## config.mk

```make
export PLATFORM = sky130hd
export DESIGN_NAME = lsu
export DESIGN_NICKNAME = d
export VERILOG_FILES = /design/src/lsu_pkg.sv /design/src/lsu.sv
export VERILOG_INCLUDE_DIRS = /design/src
export SDC_FILE = /design/constraint.sdc
export NUM_CORES = 1
export LEC_CHECK = 0
export ABC_AREA = 0
export BUFFER_PORTS_ARGS = -buffer_cell sky130_fd_sc_hd__buf_2
export CAP_MARGIN = 20
export CORE_AREA = 2 2 112 114
export DETAILED_ROUTE_END_ITERATION = 8
export DIE_AREA = 0 0 114 116
export PLACE_DENSITY = 0.64
export SLEW_MARGIN = 20
export SYNTH_ARGS = -nofsm -noshare
export SYNTH_HDL_FRONTEND = slang
export SYNTH_SLANG_ARGS = --single-unit
```

## constraint.sdc

```tcl
create_clock -name vclk -period 5.4
set_input_delay 0.54 -clock vclk [all_inputs]
set_output_delay 0.54 -clock vclk [all_outputs]
set_load 0.005 [all_outputs]
```

## src/lsu_settings.svh

```systemverilog
// **************************************************
// memory slice settings
// widths and depths shared by the memory-access slice
// **************************************************
`ifndef LSU_SETTINGS_SVH
`define LSU_SETTINGS_SVH

// data and address width
`define LSU_DATA_WIDTH 32
// local data memory depth in words
`define LSU_DMEM_WORDS 1024
// address is local when all bits from here up are zero
`define LSU_LOCAL_BITS 12
// remote request queue entries
`define LSU_FIFO_DEPTH 2

`endif

```

## src/lsu_pkg.sv

```systemverilog
// **************************************************
// memory slice types
// word, mask, id and address types, op and size enums
// **************************************************
`include "lsu_settings.svh"

package lsu_pkg;

  // data or address word
  typedef logic [`LSU_DATA_WIDTH-1:0] word_t;
  // one bit per byte lane
  typedef logic [`LSU_DATA_WIDTH/8-1:0] mask_t;
  // destination register id
  typedef logic [4:0] reg_id_t;
  // word index into local memory
  typedef logic [$clog2(`LSU_DMEM_WORDS)-1:0] dmem_addr_t;
  // signed load/store offset
  typedef logic signed [11:0] imm_t;

  typedef enum logic [1:0] {
    MEM_LOAD,
    MEM_STORE,
    MEM_LR,
    MEM_AMO
  } mem_op_e;

  typedef enum logic [1:0] {
    SIZE_BYTE,
    SIZE_HALF,
    SIZE_WORD
  } mem_size_e;

endpackage

```

## src/lsu.sv

```systemverilog
// **************************************************
// load/store unit
// address generation, local/remote routing,
// store lane replication and remote request forming
// **************************************************
`timescale 1ns/1ns
`include "lsu_settings.svh"

module lsu (
  input  logic                  req_valid_i,
  output logic                  req_ready_o,
  input  lsu_pkg::mem_op_e      op_i,
  input  lsu_pkg::mem_size_e    size_i,
  input  logic                  unsigned_i,
  input  lsu_pkg::word_t        rs1_i,
  input  lsu_pkg::word_t        rs2_i,
  input  lsu_pkg::imm_t         offset_i,
  input  lsu_pkg::reg_id_t      rd_i,
  input  logic                  icache_miss_i,
  input  lsu_pkg::word_t        pc_plus4_i,
  input  lsu_pkg::word_t        dram_prefix_i,
  input  logic                  remote_en_i,
  input  logic                  fifo_ready_i,
  output logic                  dmem_v_o,
  output logic                  dmem_w_o,
  output lsu_pkg::dmem_addr_t   dmem_addr_o,
  output lsu_pkg::word_t        dmem_data_o,
  output lsu_pkg::mask_t        dmem_mask_o,
  output logic                  reserve_o,
  output logic                  ld_start_o,
  output lsu_pkg::mem_size_e    ld_size_o,
  output logic                  ld_unsigned_o,
  output logic [1:0]            ld_byte_sel_o,
  output lsu_pkg::reg_id_t      ld_rd_o,
  output logic                  remote_v_o,
  output logic                  remote_write_o,
  output logic                  remote_amo_o,
  output lsu_pkg::word_t        remote_addr_o,
  output lsu_pkg::word_t        remote_data_o,
  output lsu_pkg::mask_t        remote_mask_o,
  output lsu_pkg::reg_id_t      remote_rd_o
);
  import lsu_pkg::*;

  localparam int imm_width_lp = $bits(imm_t);

  word_t mem_addr;
  word_t miss_addr;
  word_t store_data;
  mask_t store_mask;
  logic  is_local;
  logic  is_load;
  logic  is_store;
  logic  is_lr;
  logic  is_amo;
  logic  local_go;
  logic  remote_want;
  logic  remote_go;

  assign mem_addr  = rs1_i + {{(`LSU_DATA_WIDTH-imm_width_lp){offset_i[imm_width_lp-1]}},
                              offset_i};
  assign miss_addr = (pc_plus4_i - word_t'(4)) | dram_prefix_i;
  assign is_local  = ~|mem_addr[`LSU_DATA_WIDTH-1:`LSU_LOCAL_BITS];

  assign is_load  = (op_i == MEM_LOAD);
  assign is_store = (op_i == MEM_STORE);
  assign is_lr    = (op_i == MEM_LR);
  assign is_amo   = (op_i == MEM_AMO);

  // replicate the store value into every lane, mask picks the lanes
  always_comb begin
    store_data = rs2_i;
    store_mask = '1;
    if (!is_amo) begin
      case (size_i)
        SIZE_BYTE: begin
          store_data = {($bits(word_t)/8){rs2_i[7:0]}};
          store_mask = mask_t'(1) << mem_addr[1:0];
        end
        SIZE_HALF: begin
          store_data = {($bits(word_t)/16){rs2_i[15:0]}};
          store_mask = mem_addr[1] ? mask_t'(4'b1100) : mask_t'(4'b0011);
        end
        default: ;
      endcase
    end
  end

  // local amo and remote lr fall through both paths and are dropped
  assign local_go    = req_valid_i & ~icache_miss_i & is_local & (is_load | is_store | is_lr);
  assign remote_want = icache_miss_i | (~is_local & (is_load | is_store | is_amo));
  assign remote_go   = remote_want & remote_en_i;

  // only a remote push can stall
  assign req_ready_o = ~remote_go | fifo_ready_i;

  assign dmem_v_o    = local_go;
  assign dmem_w_o    = is_store;
  assign dmem_addr_o = mem_addr[2 +: $bits(dmem_addr_t)];
  assign dmem_data_o = store_data;
  assign dmem_mask_o = store_mask;
  assign reserve_o   = local_go & is_lr;

  assign ld_start_o    = local_go & (is_load | is_lr);
  assign ld_size_o     = size_i;
  assign ld_unsigned_o = unsigned_i;
  assign ld_byte_sel_o = mem_addr[1:0];
  assign ld_rd_o       = rd_i;

  // fetch on icache miss wins over the data op
  assign remote_v_o     = req_valid_i & remote_go;
  assign remote_write_o = ~icache_miss_i & is_store;
  assign remote_amo_o   = ~icache_miss_i & is_amo;
  assign remote_addr_o  = icache_miss_i ? miss_addr : mem_addr;
  assign remote_data_o  = store_data;
  assign remote_mask_o  = icache_miss_i ? '1 : store_mask;
  assign remote_rd_o    = rd_i;

endmodule

```

==> results.tsv <==
metric	value	unit
status	finished clean	
postcts setup bufs	0	
count leader, synth	nor2_1	
Post-Syn Instances	564	
Residual DRC	0	
synth top area cells	ha_1 11%, buf_4 11%, nor2_1 7.2%, a21oi_1 6.5%, xor2_1 6.3%	
drt initial violations	302	
Fin. Hold Viols	0	
Mean Syn Cell Area	6.70	sq um
DP Wirelength	14400	microns
Final nets	956	
Hold Path Class	in -> out	
share of the synthesized area in the top cell type	10.6	%
initial core utilization	31.7	%
CORE AREA	11900	sq um
Flop pwr share	0	%
Worst slew margin	42.5	%
port bufs	274	
Pint	244	uW
# hold bufs at CTS	0	
CP Class	in -> out	
total of fill cells in the finished design	1309	
Placed Cells	914	
Final min period	4230	ps
synthesized net count	751	
Via density	5.30	
Mapped Area	3780	sq um
P&R area growth vs syn	29.2	%
Fmax achieved	236	MHz
CP Max Fanout	21	
gr ovfl total	0	
max_cap viols	0	
Sw Share	56.9	%
fraction of layout cells with a size suffix above 1	41.6	%
Die H	116	microns
register area	0	sq um
largest net degree at the start of global routing	54	
Wirelength per Cell	17.9	microns
clock share of power	0	%
total power	566	uW
post-synthesis cell type count	74	
RePlAce Congestion	0.984	
Tcrit/Tclk final	78.4	%
CP arrival	3690	ps
Critical Path End Type	output pin	
RSZ-0062 raised after global routing	false	
1st-pass router iterations	5	
worst path required time	4860	ps
Top Ports	291	
vias	4864	
final WL	16400	microns
synth warn	0	
# clk buffers	0	
Worst Tran Pin Value	861	ps
Cell Rows	40	
crit start category	primary input	
sequential fraction of the synthesis area	0	%
power per cell area	116	nW/um^2
Max rail drop VDD	0.0592	mV
fin cells	917	
die width	114	microns
FFs & Latches	0	
Tot GR Track Use	22.6	%
aggregate negative setup slack	0	ps
Die Area	13200	sq um
Post-synth top cells	73 x nor2_1, 56 x nand2_1, 53 x buf_4	
remaining antenna violation count after routing	0	
area of the multi-input gates	3240	sq um
WHS	1080	ps
switching pwr	322	uW
Slew Viols, Final	0	
vias in the first global route	4348	
final-report setup violation count	0	
initial antenna violation count	5	
leading area contributor after synthesis	ha_1	
Gate power share	100.0	%
LEAKAGE	0.00246	uW
CTS resizes	0	
first-pass GRT wire length	23900	microns
-- stage by stage --
stage                     setup WS [ps]  cell area, sq um  utilization (%)
after floorplan                    1770              3780                -
after global placement             1190              4880             40.9
after detailed placement           1170              4880             40.9
after CTS                          1160              4880             40.9
after global routing                866              4880             41.0
final                              1170              4880             41.0
-- worst paths after layout --
check	startpoint	end	slack, ps	depth (start not counted)
max	offset_i[11]	remote_v_o	1170	12
min	rd_i[0]	ld_rd_o[0]	1080	0
-- layout by cell type, fill, tap and decap left out, types with 3 or more instances in the layout --
cell	netlist	final
a211oi_1	4	4
a21o_1	12	12
a21oi_1	49	48
a21oi_2	3	4
a221o_1	3	3
a31oi_1	5	5
a41oi_1	4	4
and3_1	4	4
buf_2	4	274
diode_2	0	3
ha_1	32	32
inv_1	17	17
mux2_2	16	16
mux2i_1	8	8
nand2_1	56	56
nand2b_1	7	7
nand3_1	8	8
nand3b_1	3	3
nand4_1	8	8
nor2_1	73	73
nor2b_1	6	6
nor3_1	10	10
nor4_1	4	4
nor4_2	3	3
o211ai_1	3	3
o21a_1	6	6
o21ai_0	28	28
o21ai_1	6	6
o31ai_1	3	3
or3_1	3	3
or4_1	6	6
xnor2_1	22	22
xor2_1	27	27
-- power by group through the flow --
stage	registers, uW	logic [uW]	clock network [uW]
3_5_place_dp	0	560	0
3_3_place_gp	0	562	0
4_1_cts	0	563	0
2_1_floorplan	0	350	0
6_report	0	566	0.0000744
5_1_grt	0	624	0.0000248
-- layer usage --
metal	track usage (%)	wire length [microns]	vias up
li1	-	-	2410
met1	31.8	7290	2185
met2	37.2	7490	249
met3	4.08	1450	16
met4	2.36	190	4
met5	0	17	-
-- worst max-delay path: stages --
cell      delay (ps)
buf_2            340
ha_1             370
a21o_1           220
a31oi_2          240
o211ai_1         150
a41o_1           330
nor4b_1          340
o31ai_1          160
nor4_2           350
nand4_2          250
and4_1           270
buf_2            130
-- cell families after synthesis --
group                      count (synthesis)  share of synthesized area [%]
adders and majority gates                 33                           11.1
AOI/OAI and AO/OA                        155                           27.3
buffers and inverters                     91                           14.4
muxes                                     24                           6.88
and+or+nand+nor                          212                           28.9
xor gates and xnor gates                  49                           11.4
-- layout make-up --
| cell class | instances | area share, % |
|---|---|---|
| Timing Repair Buffer | 276 | 28.4 |
| Tap cell | 147 | 3.77 |
| Antenna cell | 3 | 0.154 |
| Inverter | 18 | 1.38 |
| Multi-Input combinational cell | 473 | 66.3 |
Power figures use the tool's default switching activity.
