--- src/lsu_settings.svh ---
// **************************************************
// memory slice settings
// widths and depths shared by the memory-access slice
// **************************************************
`ifndef LSU_SETTINGS_SVH
`define LSU_SETTINGS_SVH

// data and address width
`define LSU_DATA_WIDTH 32
// local data memory depth in words
`define LSU_DMEM_WORDS 1024
// address is local when all bits from here up are zero
`define LSU_LOCAL_BITS 12
// remote request queue entries
`define LSU_FIFO_DEPTH 2

`endif

--- src/lsu_pkg.sv ---
// **************************************************
// memory slice types
// word, mask, id and address types, op and size enums
// **************************************************
`include "lsu_settings.svh"

package lsu_pkg;

  // data or address word
  typedef logic [`LSU_DATA_WIDTH-1:0] word_t;
  // one bit per byte lane
  typedef logic [`LSU_DATA_WIDTH/8-1:0] mask_t;
  // destination register id
  typedef logic [4:0] reg_id_t;
  // word index into local memory
  typedef logic [$clog2(`LSU_DMEM_WORDS)-1:0] dmem_addr_t;
  // signed load/store offset
  typedef logic signed [11:0] imm_t;

  typedef enum logic [1:0] {
    MEM_LOAD,
    MEM_STORE,
    MEM_LR,
    MEM_AMO
  } mem_op_e;

  typedef enum logic [1:0] {
    SIZE_BYTE,
    SIZE_HALF,
    SIZE_WORD
  } mem_size_e;

endpackage

--- src/remote_req_fifo.sv ---
// **************************************************
// remote request queue
// small circular buffer of requests toward the network
// **************************************************
`timescale 1ns/1ns
`include "lsu_settings.svh"

module remote_req_fifo (
  input  logic             clk_i,
  input  logic             reset_i,
  input  logic             in_valid_i,
  output logic             in_ready_o,
  input  logic             write_i,
  input  logic             amo_i,
  input  lsu_pkg::word_t   addr_i,
  input  lsu_pkg::word_t   data_i,
  input  lsu_pkg::mask_t   mask_i,
  input  lsu_pkg::reg_id_t rd_i,
  output logic             out_valid_o,
  input  logic             out_ready_i,
  output logic             write_o,
  output logic             amo_o,
  output lsu_pkg::word_t   addr_o,
  output lsu_pkg::word_t   data_o,
  output lsu_pkg::mask_t   mask_o,
  output lsu_pkg::reg_id_t rd_o
);
  import lsu_pkg::*;

  localparam int depth_lp     = `LSU_FIFO_DEPTH;
  localparam int ptr_width_lp = (depth_lp > 1) ? $clog2(depth_lp) : 1;
  localparam int cnt_width_lp = $clog2(depth_lp + 1);

  logic                    write_q [depth_lp];
  logic                    amo_q   [depth_lp];
  word_t                   addr_q  [depth_lp];
  word_t                   data_q  [depth_lp];
  mask_t                   mask_q  [depth_lp];
  reg_id_t                 rd_q    [depth_lp];
  logic [ptr_width_lp-1:0] wr_ptr_q;
  logic [ptr_width_lp-1:0] rd_ptr_q;
  logic [cnt_width_lp-1:0] count_q;
  logic                    push;
  logic                    pop;

  function automatic logic [ptr_width_lp-1:0] next_ptr(input logic [ptr_width_lp-1:0] ptr);
    return (ptr == ptr_width_lp'(depth_lp - 1)) ? '0 : ptr + 1'b1;
  endfunction

  assign in_ready_o  = (count_q != cnt_width_lp'(depth_lp));
  assign out_valid_o = (count_q != '0);
  assign push        = in_valid_i & in_ready_o;
  assign pop         = out_valid_o & out_ready_i;

  always_ff @(posedge clk_i) begin
    if (push) begin
      write_q[wr_ptr_q] <= write_i;
      amo_q[wr_ptr_q]   <= amo_i;
      addr_q[wr_ptr_q]  <= addr_i;
      data_q[wr_ptr_q]  <= data_i;
      mask_q[wr_ptr_q]  <= mask_i;
      rd_q[wr_ptr_q]    <= rd_i;
    end
  end

  // push and pop together leave the count alone
  always_ff @(posedge clk_i) begin
    if (!reset_i) begin
      wr_ptr_q <= '0;
      rd_ptr_q <= '0;
      count_q  <= '0;
    end else begin
      if (push) wr_ptr_q <= next_ptr(wr_ptr_q);
      if (pop) rd_ptr_q <= next_ptr(rd_ptr_q);
      if (push && !pop) count_q <= count_q + 1'b1;
      else if (pop && !push) count_q <= count_q - 1'b1;
    end
  end

  assign write_o = write_q[rd_ptr_q];
  assign amo_o   = amo_q[rd_ptr_q];
  assign addr_o  = addr_q[rd_ptr_q];
  assign data_o  = data_q[rd_ptr_q];
  assign mask_o  = mask_q[rd_ptr_q];
  assign rd_o    = rd_q[rd_ptr_q];

endmodule

--- config.mk ---
export PLATFORM = sky130hd
export DESIGN_NAME = remote_req_fifo
export DESIGN_NICKNAME = d
export VERILOG_FILES = /design/src/lsu_pkg.sv /design/src/remote_req_fifo.sv
export VERILOG_INCLUDE_DIRS = /design/src
export SDC_FILE = /design/constraint.sdc
export NUM_CORES = 1
export LEC_CHECK = 0
export BUFFER_PORTS_ARGS = -buffer_cell sky130_fd_sc_hd__buf_2
export CORE_MARGIN = 4
export CORE_UTILIZATION = 56
export DETAILED_ROUTE_END_ITERATION = 7
export GPL_ROUTABILITY_DRIVEN = 0
export PLACE_DENSITY = 0.85
export SYNTH_ARGS = -nofsm -noshare
export SYNTH_HDL_FRONTEND = slang
export SYNTH_SLANG_ARGS = --single-unit
--- constraint.sdc ---
create_clock -name clk_i -period 7.25 [get_ports clk_i]
set_input_delay 0.725 -clock clk_i [delete_from_list [all_inputs] [get_ports clk_i]]
set_output_delay 0.725 -clock clk_i [all_outputs]
set_load 0.02 [all_outputs]
==> results.sh <==
export IMPL_grtUsageTotal_pct=17.14
export IMPL_worstMarginPinSlew_ns=1.000
export IMPL_worst_path_buf_inv=1
export IMPL_cp_max_fo=75
export IMPL_clock_skew_ns=0.006780
export IMPL_synth_xor_area_share_pct=0.4638
export IMPL_numCtsBuffers=17
export IMPL_synth_compound_area_share_pct=0.6184
export IMPL_coreArea_um2=9819
export IMPL_die_width_um=108.6
export IMPL_setup_tns_ns=0
export IMPL_worstPathRequired_ns=6.52
export IMPL_drive_gt1_share_pct=60.64
export IMPL_ctsRootBufferMaster="clkbuf_8"
export IMPL_area_growth_pct=26.24
export IMPL_synth_area_per_cell_um2=22.04
export IMPL_min_path_cells=1
export IMPL_crit_path_start_kind="register"
export IMPL_internal_power_mw=1.951
export IMPL_critical_path_class="reg2out"
export IMPL_post_route_min_period_ns=2.875
export IMPL_yosys_register_bits=155
export IMPL_synthSimpleGateAreaFrac_pct=1.148
export IMPL_antenna_found_initial=0
export IMPL_synth_yosys_warnings=0
export IMPL_synth_fa_ha_area_share_pct=0.2208
export IMPL_endpoint_kind="output pin"
export IMPL_synth_top_family_by_area="multiplexers"
export IMPL_htree_levels=4
export IMPL_critPathMaxStageDelay_ns=0.99
export IMPL_powerDensity_nw_per_um2=379.2
export IMPL_status="finished clean"
export IMPL_max_freq_ghz=0.3478
export IMPL_reg2reg_depth=4
export IMPL_drtAntennaViolNets=0
export IMPL_first_iter_violations=103
export IMPL_hold_viol=0
export IMPL_diodes=0
export IMPL_r2r_start="count_q[0]"
export IMPL_die_h_um=108.6
export IMPL_port_buffers=155
export IMPL_share_seq_of_total_power_pct=44.5
export IMPL_regToRegSetupSlack_ns=5.10
export IMPL_cpMaxStageDelayCell="dfxtp_4"
export IMPL_via_per_inst=5.072
export IMPL_cts_sinks=155
export IMPL_grt_pass1_vias=3004
export IMPL_dpl_worst_slack_ns=4.846
export IMPL_holdPathEnd="amo_q[0]"
export IMPL_cts_hold_buffers=0
export IMPL_hpwl_mm=6.268
export IMPL_cts_buffer_depth=2
export IMPL_crit_arrival_ns=2.15
export IMPL_r2r_end="data_q[0][2]"
export IMPL_syn_area_um2=5665
export IMPL_pwr_share_comb_pct=22.9
export IMPL_cts_setup_buffers=0
export IMPL_io_pin_count=156
export IMPL_cts_tree="yes"
export IMPL_min_from="amo_i"
export IMPL_routedWlPerCell_um=17.36
export IMPL_clkLatencyLatePin_ns=0.51
export IMPL_syn_num_nets=337
export IMPL_dr_total_vias=2891
export IMPL_ys_seq_area_share_pct=81.27
export IMPL_worst_slack_ns=4.375
export IMPL_overflow=0
export IMPL_hold_class="in2reg"
export IMPL_clk_pin_slew_ns=0.06
export IMPL_muxShareOfSynthArea_pct=14.91
export IMPL_maxCapViolCount=0
export IMPL_grt_max_degree=76
export IMPL_maxSlewHeadroom_pct=33.33
export IMPL_irDropWorstVdd_uv=237.8
export IMPL_clockPowerShare_pct=32.5
export IMPL_slew_violations=0
export IMPL_min_period_over_period_pct=39.66
export IMPL_crit_family="flip-flops"
export IMPL_rsz0062_at_grt="false"
export IMPL_cp_cell_sequence="mux2_2 > buf_2"
export IMPL_total_power_mw=2.712
export IMPL_netSwitchingFraction_pct=28.05
export IMPL_power_switching_uw=760.7
export IMPL_dieArea_um2=11790
export IMPL_synthCells=257
export IMPL_start_util_pct=57.70
export IMPL_grt_pass1_wl_mm=15.00
export IMPL_routed_wirelength_mm=9.897
export IMPL_finalSetupViolations=0
export IMPL_layout_nets=504
export IMPL_cts_resized_gates=0
export IMPL_drc=0
export IMPL_num_rows=36
export IMPL_dr_pass1_iters=4
export IMPL_p_leak_nw=2.665
export IMPL_yosys_cell_types_count=21
cell usage in the layout, fill, tap and decap left out:
cell type,count
buf_2,155
edfxtp_1,150
mux2_2,75
clkbuf_16,16
clkinvlp_4,5
and2_1,4
bufinv_16,4
clkbuf_1,4
dfxtp_1,4
clkinv_2,2
xnor2_1,2
nand2b_4,1
or2_2,1
nand3b_1,1
o21ai_1,1
and3_4,1
a21bo_2,1
a21boi_0,1
xor2_1,1
o21ai_0,1
or3_1,1
a21boi_1,1
ha_1,1
dfxtp_4,1
clkbuf_8,1
inv_6,1
buf_4,1
state kept, by name, summed over array words and instances (netlist names), named ones only:
signal / cells
addr_q: 64
data_q: 64
rd_q: 10
mask_q: 8
amo_q: 2
count_q: 2
write_q: 2
rd_ptr_q: 1
wr_ptr_q: 1
Yosys cell counts (all sizes together):
cell	instances	area [um2]
mux2	75	844.6
and2	4	25.02
edfxtp	150	4504
nand3b	1	7.510
and3	1	6.260
or2	1	6.260
or3	1	6.260
a21boi	2	15.02
ha	1	12.51
inv	1	3.750
dfxtp	5	100.1
o21ai	2	10.00
xor2	1	8.760
xnor2	2	17.52
buf	8	73.82
nand2b	1	13.76
a21bo	1	10.01
routing by layer:
layer	global-route usage (%)	wire, um	up-vias
li1	-	-	1355
met1	22.06	4088	1402
met2	27.63	4909	122
met3	5.373	791	12
met4	6.222	108	0
met5	0	0	-
cells by family after synthesis:
kind of cell / count (synthesis)
fa+ha+maj: 1
xor+xnor: 3
buf+inv: 9
simple gates: 9
mux: 75
compound gates: 5
flops: 155
power by group through the flow:
stage,Clock [mW],Combinational [mW],Sequential (mW)
floorplan,0,0.496,1.17
global placement,0,0.620,1.22
detailed placement,0,0.626,1.23
CTS,0.903,0.631,1.21
global route,0.944,0.664,1.22
finish,0.882,0.622,1.21
how the worst max path moves through the flow:
| stage | endpoint | slack [ns] | cells past startpoint |
|---|---|---|---|
| CTS | addr_o[18] | 4.33 | 2 |
| floorplan | addr_q[1][0] | 4.28 | 1 |
| global placement | addr_o[18] | 4.89 | 2 |
| finish | addr_o[23] | 4.37 | 2 |
| detailed placement | data_q[0][2] | 4.85 | 4 |
| global route | addr_o[23] | 4.28 | 2 |
metrics by stage:
step                utilization, %  hold WS [ns]  cell area (um2)  instances
global placement             66.72        0.5241             6551        538
finish                       72.83        0.3975             7152        570
CTS                          72.83        0.3701             7152        570
detailed placement           66.72        0.5546             6551        538
floorplan                        -        0.5124             5665        257
global route                 72.83        0.3732             7152        570
area by class of cell:
| type | instances | area, um2 |
|---|---|---|
| flip-flops and latches | 155 | 4608 |
| fillers | 635 | 2668 |
| repair buffers | 156 | 783.3 |
| clock inverters | 11 | 171.4 |
| multi-input cells | 93 | 988.4 |
| well taps | 133 | 166.4 |
| clock buffers | 21 | 429.2 |
| inverters | 1 | 5.005 |
(Power assumes the default switching activity.)
