File: config.mk
export PLATFORM = sky130hd
export DESIGN_NAME = lsu_cfg
export DESIGN_NICKNAME = d
export VERILOG_FILES = /design/src/lsu_pkg.sv /design/src/lsu_cfg.sv
export VERILOG_INCLUDE_DIRS = /design/src
export SDC_FILE = /design/constraint.sdc
export NUM_CORES = 1
export LEC_CHECK = 0
export ABC_AREA = 0
export BUFFER_PORTS_ARGS = -buffer_cell sky130_fd_sc_hd__clkbuf_2
export CAP_MARGIN = 20
export CORE_MARGIN = 2
export CORE_UTILIZATION = 48
export CTS_CLUSTER_DIAMETER = 60
export DETAILED_ROUTE_END_ITERATION = 8
export PLACE_DENSITY = 0.86
export SKIP_CTS_REPAIR_TIMING = 1
export SYNTH_ARGS = -nofsm -noshare
export SYNTH_HDL_FRONTEND = slang
export SYNTH_SLANG_ARGS = --single-unit
File: constraint.sdc
create_clock -name clk_i -period 2.2 [get_ports clk_i]
set_input_delay 0.44 -clock clk_i [delete_from_list [all_inputs] [get_ports clk_i]]
set_output_delay 0.44 -clock clk_i [all_outputs]
set_load 0.01 [all_outputs]
File: src/lsu_settings.svh
// **************************************************
// memory slice settings
// widths and depths shared by the memory-access slice
// **************************************************
`ifndef LSU_SETTINGS_SVH
`define LSU_SETTINGS_SVH

// data and address width
`define LSU_DATA_WIDTH 32
// local data memory depth in words
`define LSU_DMEM_WORDS 1024
// address is local when all bits from here up are zero
`define LSU_LOCAL_BITS 12
// remote request queue entries
`define LSU_FIFO_DEPTH 2

`endif

File: src/lsu_pkg.sv
// **************************************************
// memory slice types
// word, mask, id and address types, op and size enums
// **************************************************
`include "lsu_settings.svh"

package lsu_pkg;

  // data or address word
  typedef logic [`LSU_DATA_WIDTH-1:0] word_t;
  // one bit per byte lane
  typedef logic [`LSU_DATA_WIDTH/8-1:0] mask_t;
  // destination register id
  typedef logic [4:0] reg_id_t;
  // word index into local memory
  typedef logic [$clog2(`LSU_DMEM_WORDS)-1:0] dmem_addr_t;
  // signed load/store offset
  typedef logic signed [11:0] imm_t;

  typedef enum logic [1:0] {
    MEM_LOAD,
    MEM_STORE,
    MEM_LR,
    MEM_AMO
  } mem_op_e;

  typedef enum logic [1:0] {
    SIZE_BYTE,
    SIZE_HALF,
    SIZE_WORD
  } mem_size_e;

endpackage

File: src/lsu_cfg.sv
// **************************************************
// memory slice configuration registers
// dram prefix for fetches and the remote enable bit
// **************************************************
`timescale 1ns/1ns

module lsu_cfg (
  input  logic           clk_i,
  input  logic           reset_i,
  input  logic           cfg_we_i,
  input  logic           cfg_sel_i,
  input  lsu_pkg::word_t cfg_data_i,
  output lsu_pkg::word_t dram_prefix_o,
  output logic           remote_en_o
);
  import lsu_pkg::*;

  localparam word_t prefix_reset_lp = 32'h8000_0000;

  word_t prefix_q;
  logic  remote_en_q;

  // sel low picks the prefix, sel high the enable bit
  always_ff @(posedge clk_i) begin
    if (!reset_i) begin
      prefix_q    <= prefix_reset_lp;
      remote_en_q <= 1'b1;
    end else if (cfg_we_i) begin
      if (cfg_sel_i) begin
        remote_en_q <= cfg_data_i[0];
      end else begin
        prefix_q <= cfg_data_i;
      end
    end
  end

  assign dram_prefix_o = prefix_q;
  assign remote_en_o   = remote_en_q;

endmodule

==> results_dict.tcl, run 1 <==
set metrics [dict create \
    vias_per_cell 4.698 \
    holdCritPathClass "input pin to flop" \
    yosysMostFrequentCell "nand2_1" \
    setup_slack_ns 0.9434 \
    worstSetupEndpoint "dram_prefix_o[6]" \
    drt_iter0_drc 36 \
    startpoint "dram_prefix_o[6]" \
    yosys-top-cells-area "dfxtp_1, mux2i_1, nand2_1, buf_12, buf_2" \
    worst-path-max-fanout 2 \
    core_area_mm2 0.002734 \
    final-hold-violation-count 0 \
    grt_pass1_vias 1019 \
    overflow 0 \
    finalPower_mw 1.108 \
    synth_nets 180 \
    critical_path.top_delay_family "flip-flops" \
    synth_cell_types 13 \
    clk_pin_slew_worst_paths_ns 0.09 \
    rows 19 \
    cp.depth 1 \
    tightest_slew_ns 0.5596 \
    drc 0 \
    cts.sinks 33 \
    slew_headroom 0.6269 \
    timing.max_cap.violations 0 \
    tns_ns 0 \
    synth_edf_count 0 \
    wl_per_cell_um 10.18 \
    cts_buffers 5 \
    grt_pass1_wl_um 3988 \
    max_freq_mhz 795.8 \
    synth_top_area_share 0.4848 \
    antenna_left 0 \
    insertion_delay_ns 0.31 \
    pre_cts_ws_ns 0.7375 \
    diodes 0 \
    power_density_mw_per_mm2 651.1 \
    crit_buf_inv 1 \
    synthTopCellsByCount "nand2_1, dfxtp_1, mux2i_1, buf_2, buf_12" \
    post_dp_cell_area_mm2 0.001650 \
    crit_path_top_delay_cell "dfxtp_1" \
    synth_flop_cell "dfxtp_1" \
    critPathArrivalTime_ns 0.82 \
    path_cells "clkbuf_2" \
    dieArea_mm2 0.003281 \
    stdcell_area_mm2 0.001702 \
    num_vias 1137 \
    postSynthAreaPerCell_um2 9.462 \
    htree_num_levels 2 \
    cp-end-kind "output pin" \
    ys_seq_area_frac 0.4848 \
    cts_tree "yes" \
    dp_hpwl_um 1731 \
    yosys_warnings 0 \
    synth_seq_cells 33 \
    finish.utilization 0.6224 \
    nets 246 \
    rsz0062_at_grt "no" \
    r2r_end "dram_prefix_o[17]" \
    final_max_slew_viol_count 0 \
    static-leakage-power_nw 0.8506 \
    yosys.area.top_type "dfxtp_1" \
    place_congestion 0.7125 \
    cts.root.buffer_cell "clkbuf_4" \
    first_pass_iters 2 \
    track_usage 0.1554 \
    antenna_found_initial 0 \
    regToRegStartpoint "dram_prefix_o[17]" \
    reg2reg_depth 2 \
    nFillCells 247 \
    ir_worst_vdd_uv 431.5 \
    synth_area_mm2 0.001363 \
    rrSetupSlack_ns 1.56 \
    initial_core_util 0.4984 \
    ioPinCount 69 \
    setup_viol 0 \
    die_y_um 57.28 \
    slowest_delay_ns 0.36 \
    synthToLayoutAreaGrowth_pct 24.89 \
    status "complete, no violations" \
    worst_clock_skew_ns 0 \
    fin_crit_sh 0.5712 \
    drive_above_1_share 0.3744 \
    synth-async-reset-ratio 0 \
    cts_buffer_depth 2 \
    grt_max_degree 65 \
    regArea_um2 660.6 \
    layout_min_cycle_time_ns 1.257 \
    die_w_um 57.28 \
    portBuffers 68 \
    start_kind "flop" \
    drt_wl_total_um 2463 \
    critPathKind "flop to output pin" \
    hold_path_depth 3 \
    required_ns 1.76 \
    multi_input_area_um2 591.8 \
    syn_inst 144 \
]
==> metrics by stage <==
stage                     hold slack (ns)  instances
after floorplan                    0.4790        144
after global placement             0.4414        234
after detailed placement           0.4471        234
after CTS                          0.3232        242
after global routing               0.3314        242
final                              0.3388        242
==> how the worst min path moves through the flow <==
stage	from	endpoint	slack, ns
floorplan	dram_prefix_o[0]	dram_prefix_o[0]	0.48
global placement	dram_prefix_o[25]	dram_prefix_o[25]	0.44
detailed placement	dram_prefix_o[29]	dram_prefix_o[29]	0.45
CTS	cfg_data_i[10]	dram_prefix_o[10]	0.32
global route	cfg_data_i[11]	dram_prefix_o[11]	0.33
finish	cfg_data_i[10]	dram_prefix_o[10]	0.34
==> where the power goes <==
part / switching, mW / internal, mW
logic: 0.0816 / 0.0763
registers: 0.0161 / 0.628
clock network: 0.184 / 0.122
total: 0.282 / 0.826
==> worst min-delay path, delay by kind of cell <==
family                 cells  cell delay, ns
multiplexers               1            0.05
buffers and inverters      1            0.08
AND/OR/NAND/NOR            1            0.04
==> area by class of cell <==
type,instances,share of cell area
Inverter,1,0.002206
Multi-Input combinational cell,99,0.3478
Timing Repair Buffer,70,0.2088
Sequential cell,33,0.3882
Tap cell,31,0.02279
Clock inverter,2,0.005882
Clock buffer,6,0.02426
==> metal layers <==
| layer | track usage | vias to the layer above | share of wire | wire (um) |
|---|---|---|---|---|
| li1 | - | 593 | - | - |
| met1 | 0.1908 | 493 | 0.46 | 1125 |
| met2 | 0.2496 | 49 | 0.45 | 1104 |
| met3 | 0.04989 | 2 | 0.089 | 219 |
| met4 | 0.06977 | 0 | 0.0053 | 13 |
| met5 | 0 | - | 0 | 0 |
==> sequential cells by signal, summed over array words and instances, names as in the netlist <==
name,cells
remote_en_o,1
dram_prefix_o,32
==> placed cells by master (no fill, tap or decap) <==
master,Yosys,layout
nor2b_4,1,1
buf_4,0,2
clkinv_2,0,2
mux2i_1,31,31
clkbuf_2,0,68
o211ai_1,1,1
clkbuf_1,0,1
nand3b_1,1,1
a21oi_1,1,1
and3b_2,1,1
dfxtp_1,33,33
nand2_1,62,62
clkbuf_4,0,5
o21ai_0,1,1
inv_1,1,1
==> logic make-up (layout without fill, tap and decap cells) <==
group                  after synthesis  count (layout)  share of synthesized area
muxes                               31              31                     0.2277
AOI/OAI and AO/OA                    3               3                    0.01285
buffers and inverters               12              79                    0.08080
and+or+nand+nor                     65              65                     0.1938
DFF                                 33              33                     0.4848
No activity file was read; power rests on OpenSTA's default activity.
==> run 2: changes to the inputs <==
--- a/config.mk
+++ b/config.mk
@@ -10,10 +10,10 @@
 export BUFFER_PORTS_ARGS = -buffer_cell sky130_fd_sc_hd__clkbuf_2
 export CAP_MARGIN = 20
 export CORE_MARGIN = 2
-export CORE_UTILIZATION = 48
+export CORE_UTILIZATION = 40
 export CTS_CLUSTER_DIAMETER = 60
 export DETAILED_ROUTE_END_ITERATION = 8
-export PLACE_DENSITY = 0.86
+export PLACE_DENSITY = 0.76
 export SKIP_CTS_REPAIR_TIMING = 1
 export SYNTH_ARGS = -nofsm -noshare
 export SYNTH_HDL_FRONTEND = slang
==> constraint.sdc (replaced) <==
create_clock -name clk_i -period 1 [get_ports clk_i]
set_input_delay 0.2 -clock clk_i [delete_from_list [all_inputs] [get_ports clk_i]]
set_output_delay 0.2 -clock clk_i [all_outputs]
set_load 0.01 [all_outputs]
==> run 2 against run 1 <==
Non-clock buffer count increased by 14. Critical path type unchanged. Clock power increased to 3.3 times the previous value. Sequential share of layout area decreased by 6.3 points. Register-to-register slack got worse by 1.3 ns.
==> results_dict.tcl, run 2 (same netlist as run 1, synthesis figures left out) <==
set metrics [dict create \
    status "complete, no violations" \
    crit_buf_inv 1 \
    cts_buffers 5 \
    cts_tree "yes" \
    insertion_delay_ns 0.32 \
    nets 260 \
    critical_path.top_delay_family "flip-flops" \
    cts.sinks 33 \
    fin_crit_sh 0.9828 \
    cp.depth 1 \
    cts_buffer_depth 2 \
    overflow 0 \
    first_pass_iters 4 \
    final-hold-violation-count 0 \
    required_ns 0.80 \
    rows 21 \
    drt_iter0_drc 37 \
    drive_above_1_share 0.5600 \
    grt_pass1_vias 1057 \
    regArea_um2 701.9 \
    place_congestion 0.6487 \
    layout_min_cycle_time_ns 0.9828 \
    die_w_um 62.37 \
    drc 0 \
    start_kind "flop" \
    drt_wl_total_um 3175 \
    core_area_mm2 0.003311 \
    hold_ws_ns 0.08299 \
    dieArea_mm2 0.003889 \
    wl_per_cell_um 11.72 \
    routed.top_layer "met4" \
    diodes 0 \
    dp_hpwl_um 2087 \
    finalNonFillerCells 271 \
    grt_max_degree 33 \
    antenna_left 0 \
    ir_worst_vdd_uv 745.9 \
    critPathKind "flop to output pin" \
    finalPower_mw 2.965 \
    holdCritPathClass "input pin to flop" \
    largest_register_ff_count 32 \
    timing.max_cap.violations 0 \
    power_density_mw_per_mm2 1375 \
    nFillCells 286 \
    grt_pass1_wl_um 4505 \
    vias_per_cell 4.402 \
    multi_input_area_um2 591.8 \
    portBuffers 68 \
    ioPinCount 69 \
    placedCellCount 254 \
    worst-path-max-fanout 2 \
    antenna_found_initial 0 \
    final_common_cell "nand2_1" \
    track_usage 0.1487 \
    slew_headroom 0.8881 \
    critPathArrivalTime_ns 0.78 \
    crit_path_top_delay_cell "dfxtp_2" \
    synthToLayoutAreaGrowth_pct 58.31 \
    num_vias 1193 \
    final_max_slew_viol_count 0 \
    met3_length_um 218 \
    htree_num_levels 2 \
    reg2reg_depth 3 \
    tightest_slew_ns 0.1632 \
    layout_common_cells "nand2_1, clkbuf_2, dfxtp_2, buf_6, mux2i_1" \
    static-leakage-power_nw 1.018 \
    slowest_delay_ns 0.34 \
    cts.root.buffer_cell "clkbuf_4" \
    path_cells "buf_6" \
    clk_pin_slew_worst_paths_ns 0.10 \
    routed-wl-met2_um 1659 \
    cp-end-kind "output pin" \
    die_y_um 62.37 \
    worst_clock_skew_ns 0 \
    met1Wirelength_um 1260 \
    initial_core_util 0.4116 \
    setup_viol 0 \
    hold_path_depth 3 \
    max_freq_mhz 1018 \
    rsz0062_at_grt "yes" \
]
[run 2: stage by stage]
step           setup slack (ns)  setup TNS (ns)  utilization  cell area [um2]
3_5_place_dp           0.009166               0       0.5306             1757
2_1_floorplan            0.1875               0            -             1363
3_3_place_gp            0.04351               0       0.5306             1757
6_report                0.01720               0       0.6516             2157
5_1_grt                -0.03167         -0.5000       0.6516             2157
4_1_cts                -0.03852         -0.5290       0.5563             1842
[run 2: power by group]
group	internal, mW	switching, mW
logic	0.297	0.202
clock network	0.597	0.424
registers	1.40	0.0486
total	2.29	0.675
[run 2: cell type report]
class,instances,share of cell area
multi-input cells,99,0.2744
inverters,1,0.001740
clock inverters,1,0.01392
repair buffers,84,0.3324
flip-flops and latches,33,0.3254
well taps,46,0.02668
clock buffers,7,0.02552
[run 2: routing by layer]
layer,up-vias,track usage
met5,-,0
met3,4,0.07246
met1,522,0.1586
li1,624,-
met2,43,0.2527
met4,0,0.05833
[run 2: path summary, 6_finish.rpt]
check                         start           endpoint  slack [ns]
setup reg to reg  dram_prefix_o[31]  dram_prefix_o[31]        0.28
setup / recovery  dram_prefix_o[19]  dram_prefix_o[19]        0.02
hold / removal       cfg_data_i[28]  dram_prefix_o[28]        0.08
hold reg to reg    dram_prefix_o[2]   dram_prefix_o[2]        0.47
