===== src/lsu_settings.svh =====
// **************************************************
// memory slice settings
// widths and depths shared by the memory-access slice
// **************************************************
`ifndef LSU_SETTINGS_SVH
`define LSU_SETTINGS_SVH

// data and address width
`define LSU_DATA_WIDTH 32
// local data memory depth in words
`define LSU_DMEM_WORDS 1024
// address is local when all bits from here up are zero
`define LSU_LOCAL_BITS 12
// remote request queue entries
`define LSU_FIFO_DEPTH 2

`endif


===== src/lsu_pkg.sv =====
// **************************************************
// memory slice types
// word, mask, id and address types, op and size enums
// **************************************************
`include "lsu_settings.svh"

package lsu_pkg;

  // data or address word
  typedef logic [`LSU_DATA_WIDTH-1:0] word_t;
  // one bit per byte lane
  typedef logic [`LSU_DATA_WIDTH/8-1:0] mask_t;
  // destination register id
  typedef logic [4:0] reg_id_t;
  // word index into local memory
  typedef logic [$clog2(`LSU_DMEM_WORDS)-1:0] dmem_addr_t;
  // signed load/store offset
  typedef logic signed [11:0] imm_t;

  typedef enum logic [1:0] {
    MEM_LOAD,
    MEM_STORE,
    MEM_LR,
    MEM_AMO
  } mem_op_e;

  typedef enum logic [1:0] {
    SIZE_BYTE,
    SIZE_HALF,
    SIZE_WORD
  } mem_size_e;

endpackage


===== src/load_align.sv =====
// **************************************************
// local load alignment
// picks the loaded lane and sign or zero extends it
// **************************************************
`timescale 1ns/1ns

module load_align (
  input  logic               clk_i,
  input  logic               reset_i,
  input  logic               start_i,
  input  lsu_pkg::mem_size_e size_i,
  input  logic               unsigned_i,
  input  logic [1:0]         byte_sel_i,
  input  lsu_pkg::reg_id_t   rd_i,
  input  lsu_pkg::word_t     rdata_i,
  output logic               load_valid_o,
  output lsu_pkg::word_t     load_data_o,
  output lsu_pkg::reg_id_t   load_rd_o
);
  import lsu_pkg::*;

  logic       valid_q;
  mem_size_e  size_q;
  logic       unsigned_q;
  logic [1:0] byte_sel_q;
  reg_id_t    rd_q;
  logic [7:0] byte_lane;
  logic [15:0] half_lane;

  always_ff @(posedge clk_i) begin
    if (!reset_i) begin
      valid_q <= 1'b0;
    end else begin
      valid_q <= start_i;
    end
  end

  // load fields wait here for the memory read
  always_ff @(posedge clk_i) begin
    if (start_i) begin
      size_q     <= size_i;
      unsigned_q <= unsigned_i;
      byte_sel_q <= byte_sel_i;
      rd_q       <= rd_i;
    end
  end

  assign byte_lane = rdata_i[8*byte_sel_q +: 8];
  assign half_lane = rdata_i[16*byte_sel_q[1] +: 16];

  always_comb begin
    case (size_q)
      SIZE_BYTE: load_data_o = {{($bits(word_t)-8){~unsigned_q & byte_lane[7]}}, byte_lane};
      SIZE_HALF: load_data_o = {{($bits(word_t)-16){~unsigned_q & half_lane[15]}}, half_lane};
      default:   load_data_o = rdata_i;
    endcase
  end

  assign load_valid_o = valid_q;
  assign load_rd_o    = rd_q;

endmodule


===== config.mk =====
export PLATFORM = sky130hd
export DESIGN_NAME = load_align
export DESIGN_NICKNAME = d
export VERILOG_FILES = /design/src/lsu_pkg.sv /design/src/load_align.sv
export VERILOG_INCLUDE_DIRS = /design/src
export SDC_FILE = /design/constraint.sdc
export NUM_CORES = 1
export LEC_CHECK = 0
export ABC_CLOCK_PERIOD_IN_PS = 1700
export BUFFER_PORTS_ARGS = -buffer_cell sky130_fd_sc_hd__buf_2
export CAP_MARGIN = 20
export CORE_ASPECT_RATIO = 0.7
export CORE_MARGIN = 2
export CORE_UTILIZATION = 35
export CTS_CLUSTER_SIZE = 25
export DETAILED_ROUTE_END_ITERATION = 6
export GPL_ROUTABILITY_DRIVEN = 0
export HOLD_SLACK_MARGIN = 0.08
export PLACE_DENSITY = 0.79
export SETUP_SLACK_MARGIN = 0.1
export SYNTH_ARGS = -nofsm -noshare
export SYNTH_HDL_FRONTEND = slang
export SYNTH_SLANG_ARGS = --single-unit

===== constraint.sdc =====
create_clock -name clk_i -period 1.7 [get_ports clk_i]
set_clock_uncertainty 0.15 [all_clocks]
set_input_delay 0.17 -clock clk_i [delete_from_list [all_inputs] [get_ports clk_i]]
set_output_delay 0.17 -clock clk_i [all_outputs]
set_load 0.02 [all_outputs]

==> results of run 1 <==
final cells by class:
type / count / area [µm²] / area share, %
Timing Repair Buffer: 116 / 818 / 38.2
Multi-Input combinational cell: 104 / 912 / 42.5
Tap cell: 36 / 45.0 / 2.10
Sequential cell: 11 / 320 / 14.9
Clock buffer: 4 / 45.0 / 2.10
Inverter: 1 / 3.75 / 0.175
metrics by stage:
| stage | TNS (ns) | utilization, % | cells | power [mW] | hold slack (ns) |
|---|---|---|---|---|---|
| 2_1_floorplan | -0.774 | - | 129 | 0.781 | 0.119 |
| 3_5_place_dp | -3.64 | 61.5 | 254 | 1.03 | 0.198 |
| 4_1_cts | -10.36 | 70.5 | 269 | 1.36 | 0.158 |
| 6_report | -12.09 | 76.0 | 272 | 1.46 | 0.153 |
| 3_3_place_gp | -2.23 | 61.5 | 254 | 1.01 | 0.198 |
| 5_1_grt | -14.46 | 76.0 | 272 | 1.53 | 0.158 |
synthesized netlist by cell type, drive strengths merged, types with 2 or more instances:
master and instances:
buf 9, nand2 25, a21oi 32, and2 2, clkbuf 4, a22oi 9
o21ai 7, nor2b 10, mux2 10, edfxtp 10
per-layer routing:
layer	vias up	part of all wire, %	track usage, %
met1	640	42	29.6
met5	-	0	0
li1	680	-	-
met3	13	6.2	4.09
met4	0	1.9	5.56
met2	61	50	40.7
path summary, 6_finish.rpt:
path | to | slack, ns | cells after the start
worst max-delay path | load_data_o[23] | -0.46 | 6
worst min-delay path | load_rd_o[2]$_DFFE_PP_ | 0.15 | 1
worst max-delay path: stages (launching register included):
cell and delay, ns:
edfxtp_1 0.45, mux2_4 0.35, a21oi_1 0.21, and2_4 0.21, buf_12 0.17, a21oi_4 0.04, buf_2 0.16
sequential cells by signal, indices dropped and copies added, names as in the netlist:
signal / count
unsigned_q: 1
size_q: 2
byte_sel_q: 2
load_valid_o: 1
load_rd_o: 5
what timing repair did:
action	in CTS	in global routing
setup buffers	1	3
gates resized for setup	29	33
hold buffers	11	0
endpoints found under the setup margin	32	32
pin swaps	2	7
endpoints found under the hold margin	11	0
placed cells by master (no fill, tap or decap), types with 9 or more instances in the layout:
cell	n
mux2_2	9
a21oi_4	12
a21oi_2	11
edfxtp_1	10
a21oi_1	9
dlygate4sd3_1	11
buf_6	16
nand2_1	19
buf_4	21
buf_2	66
nor2b_1	9
report_power, final:
group / total (mW) / switching (mW) / leakage, nW / internal, mW
combinational: 0.850 / 0.460 / 0.811 / 0.390
clock: 0.269 / 0.104 / 0.0228 / 0.165
sequential: 0.340 / 0.0204 / 0.106 / 0.319
cells by family (layout without fill, tap and decap cells):
| group | count (synthesis) | count (layout) | synth area share [%] |
|---|---|---|---|
| AOI/OAI and AO/OA | 51 | 51 | 31.3 |
| and+or+nand+nor | 42 | 42 | 19.0 |
| buffers and inverters | 14 | 121 | 7.21 |
| muxes | 11 | 11 | 11.8 |
| DFF | 11 | 11 | 30.8 |
==> results.toml, run 1 <==
[logic_synthesis]
syn-num-nets = 174
ys.flop_type = "edfxtp_1"
synth_area_leaders = "edfxtp_1 (29%), mux2_2 (11%), a21oi_1 (11%)"
yosysUniqueCellTypes = 25
syn_inst = 129
synth_top_area_cell = "edfxtp_1"
ys_seq_area_share_pct = 30.8
synth_edf_count = 10
synth_area_um2 = 1040
postSynthAreaPerCell_um2 = 8.07
ys_warn_count = 0
synthArstFlopShare_pct = 0
ys_ff_latch = 11
netlist.area_leader.share_pct = 28.8

[timing]
maxClockFrequency_mhz = 463
finalHoldViolCount = 0
rsz0062_at_grt = "yes"
worst_pin_slew_ns = 0.351
setup_ws_ns = -0.459
period_minus_slack_ns = 2.16
finalMaxSlewViolations = 0
setup_violations = 32
relSlewSlack_pct = 76.6
period_share_pct = 127

[die]
start_util_pct = 36.9
core-area_um2 = 2820
die_x_um = 69.2
die_y_um = 49.6
dieArea_um2 = 3430
io_pins = 83
rows = 16

[critical_path]
cp.arrival_ns = 1.84
startpoint_type = "flop"
worstSetupStartpoint = "byte_sel_q[1]$_DFFE_PP_"
cp_data_required_time_ns = 1.38
cp-end-kind = "primary output"
crit_fanout = 10
crit_type = "flop to primary output"

[global_route]
gr-total-overflow = 0
antenna_found_initial = 0
track_usage_pct = 23.1
grt_pass1_vias = 1337
grt_max_degree = 21
grt_pass1_wl_um = 6360

[cts]
numCtsBuffers = 3
clkTransAtPathRegs_ns = 0.05
cts_root_buffer = "clkbuf_8"
htree_levels = 1
tritoncts = "yes"
cts.sinks = 11
clk_path_buf_depth = 2

[detailed_routing]
vias = 1394
dr.pass1.iters = 4
avgViaCountPerCell = 5.13
drc = 0
drt-total-wl_um = 4350
ant_nets = 0
drtIter0Drc = 88
avgRoutedWirePerCell_um = 16.0

[place]
place_area_um2 = 1740
io_buffers = 82
dp_hpwl_um = 2930
pre_cts_ws_ns = -0.203

[finish]
diodes = 0
layout-drive-gt1-share_pct = 71.6
fillers = 172
final_cell_area_um2 = 2140
syn2layout_area_growth_pct = 106
final_nets = 282

[power_and_ir_drop]
p_leak_nw = 0.940
powerDensity_nw_per_um2 = 680
ir_drop_mv = 0.645

[run_status]
outcome = "complete, but fails checks"
violations = "setup timing"

[run]
drv_cap = 0

[min_path]
hp-class = "primary input to flop"
min-delay-start = "start_i"
(Power assumes the default switching activity.)
==> run 2, diff against run 1 <==
--- a/config.mk
+++ b/config.mk
@@ -17,6 +17,7 @@
 export GPL_ROUTABILITY_DRIVEN = 0
 export HOLD_SLACK_MARGIN = 0.08
 export PLACE_DENSITY = 0.79
+export RECOVER_POWER = 100
 export SETUP_SLACK_MARGIN = 0.1
 export SYNTH_ARGS = -nofsm -noshare
 export SYNTH_HDL_FRONTEND = slang
==> run 2 against run 1 <==
The run still ends with setup timing left. Critical path depth unchanged. Clock power about the same. Sequential cell count is the same. Die area unchanged. Count of clock-buffer cells in the layout did not move. Global-route usage did not move. First-iteration DRC count decreased by 16%. Critical path type unchanged.
==> results.toml, run 2 (synthesized netlist as in run 1, its figures left out) <==
[global_route]
grt_pass1_wl_um = 6360
grt_pass1_vias = 1337
gr-total-overflow = 0
antenna_found_initial = 0
track_usage_pct = 23.1
grt_max_degree = 21

[finish]
layout-drive-gt1-share_pct = 67.8
mostFrequentLayoutCells = "buf_2 (57), buf_4 (21), nand2_1 (19), buf_6 (16), a21oi_4 (12)"
layout_commonest_cell = "buf_2"
diodes = 0
final_core_util_pct = 75.6
largest_reg_flops = 5
final_nets = 282
syn2layout_area_growth_pct = 105

[cts]
clkTransAtPathRegs_ns = 0.05
clk_path_buf_depth = 2
numCtsBuffers = 3
htree_levels = 1
cts.sinks = 11
cts_root_buffer = "clkbuf_8"
tritoncts = "yes"

[power_and_ir_drop]
p_leak_nw = 0.915
powerDensity_nw_per_um2 = 681
power.total_mw = 1.45
ir_drop_mv = 0.645

[die]
io_pins = 83
dieArea_um2 = 3430
die_y_um = 49.6
start_util_pct = 36.9
core-area_um2 = 2820
rows = 16
die_x_um = 69.2

[detailed_routing]
vias = 1394
wl_met1_um = 1810
drtIter0Drc = 74
route.met2.wl_um = 2140
dr.pass1.iters = 4
avgViaCountPerCell = 5.13
avgRoutedWirePerCell_um = 15.9
drc = 0
routed.top_layer = "met4"
ant_nets = 0
drt-total-wl_um = 4340
met3_length_um = 280

[min_path]
hp-class = "primary input to flop"
min-delay-start = "start_i"

[timing]
hold_slack_ns = 0.291
setup_violations = 32
setup_ws_ns = -0.450
maxClockFrequency_mhz = 465
finalMaxSlewViolations = 0
period_minus_slack_ns = 2.15
finalHoldViolCount = 0
rsz0062_at_grt = "yes"
worst_pin_slew_ns = 0.592
relSlewSlack_pct = 60.5
fin_tns_setup_ns = -11.81
period_share_pct = 126

[critical_path]
cp-end-kind = "primary output"
crit_type = "flop to primary output"
worstSetupStartpoint = "byte_sel_q[1]$_DFFE_PP_"
cp.arrival_ns = 1.83
crit_fanout = 10
startpoint_type = "flop"
cpMaxStageDelayCell = "edfxtp_1"
critPathMaxStageDelay_ns = 0.45
worstPathCellList = "mux2_4 > a21oi_1 > and2_4 > buf_12 > a21oi_4 > buf_2"
cp_data_required_time_ns = 1.38

[place]
dp_hpwl_um = 2930
io_buffers = 82

[run_status]
violations = "setup timing"
outcome = "complete, but fails checks"

[run]
drv_cap = 0
[run 2: changes by cell type in the layout (fill, tap and decap cells not counted), sizes merged]
cell	before	now
buf	105	96
clkbuf	4	13
[run 2: power by group]
part | internal (mW) | switching, mW | total, mW
logic | 0.386 | 0.459 | 0.845
registers | 0.319 | 0.0205 | 0.340
clock network | 0.165 | 0.103 | 0.268
total | 0.871 | 0.582 | 1.45
[run 2: cell type report]
| type | count | area (µm²) |
|---|---|---|
| Multi-Input combinational cell | 104 | 912 |
| Timing Repair Buffer | 116 | 807 |
| Fill cell | 176 | 689 |
| Sequential cell | 11 | 320 |
| Clock buffer | 4 | 45.0 |
| Tap cell | 36 | 45.0 |
| Inverter | 1 | 3.75 |
[run 2: final timing paths]
kind	to	cells after the start
setup / recovery	load_data_o[23]	6
hold / removal	load_rd_o[2]$_DFFE_PP_	1
[run 2: per-stage QoR]
step	area (µm²)	cells	setup slack, ns
floorplan	1190	129	-0.0533
global placement	1740	254	-0.132
detailed placement	1740	254	-0.203
CTS	1990	269	-0.399
global route	2130	272	-0.526
finish	2130	272	-0.450
[run 2: critical path, delay by kind of cell, from the launching register on]
kind	cells	cell delay [ns]
AO/OA/AOI/OAI	2	0.25
buffers and inverters	2	0.33
flip-flops	1	0.45
multiplexers	1	0.35
AND/OR/NAND/NOR	1	0.21
[run 2: what timing repair did]
action                     CTS  global route
resized for setup           29            33
hold buffers                11             0
pin swaps                    2             7
buffers inserted             1             3
hold endpoints to repair    11             0
setup endpoints to repair   32            32
[run 2: layer usage]
| layer | up-vias | GRT usage (%) |
|---|---|---|
| met1 | 634 | 29.6 |
| met2 | 65 | 40.7 |
| met5 | - | 0 |
| li1 | 680 | - |
| met4 | 0 | 5.56 |
| met3 | 15 | 4.09 |
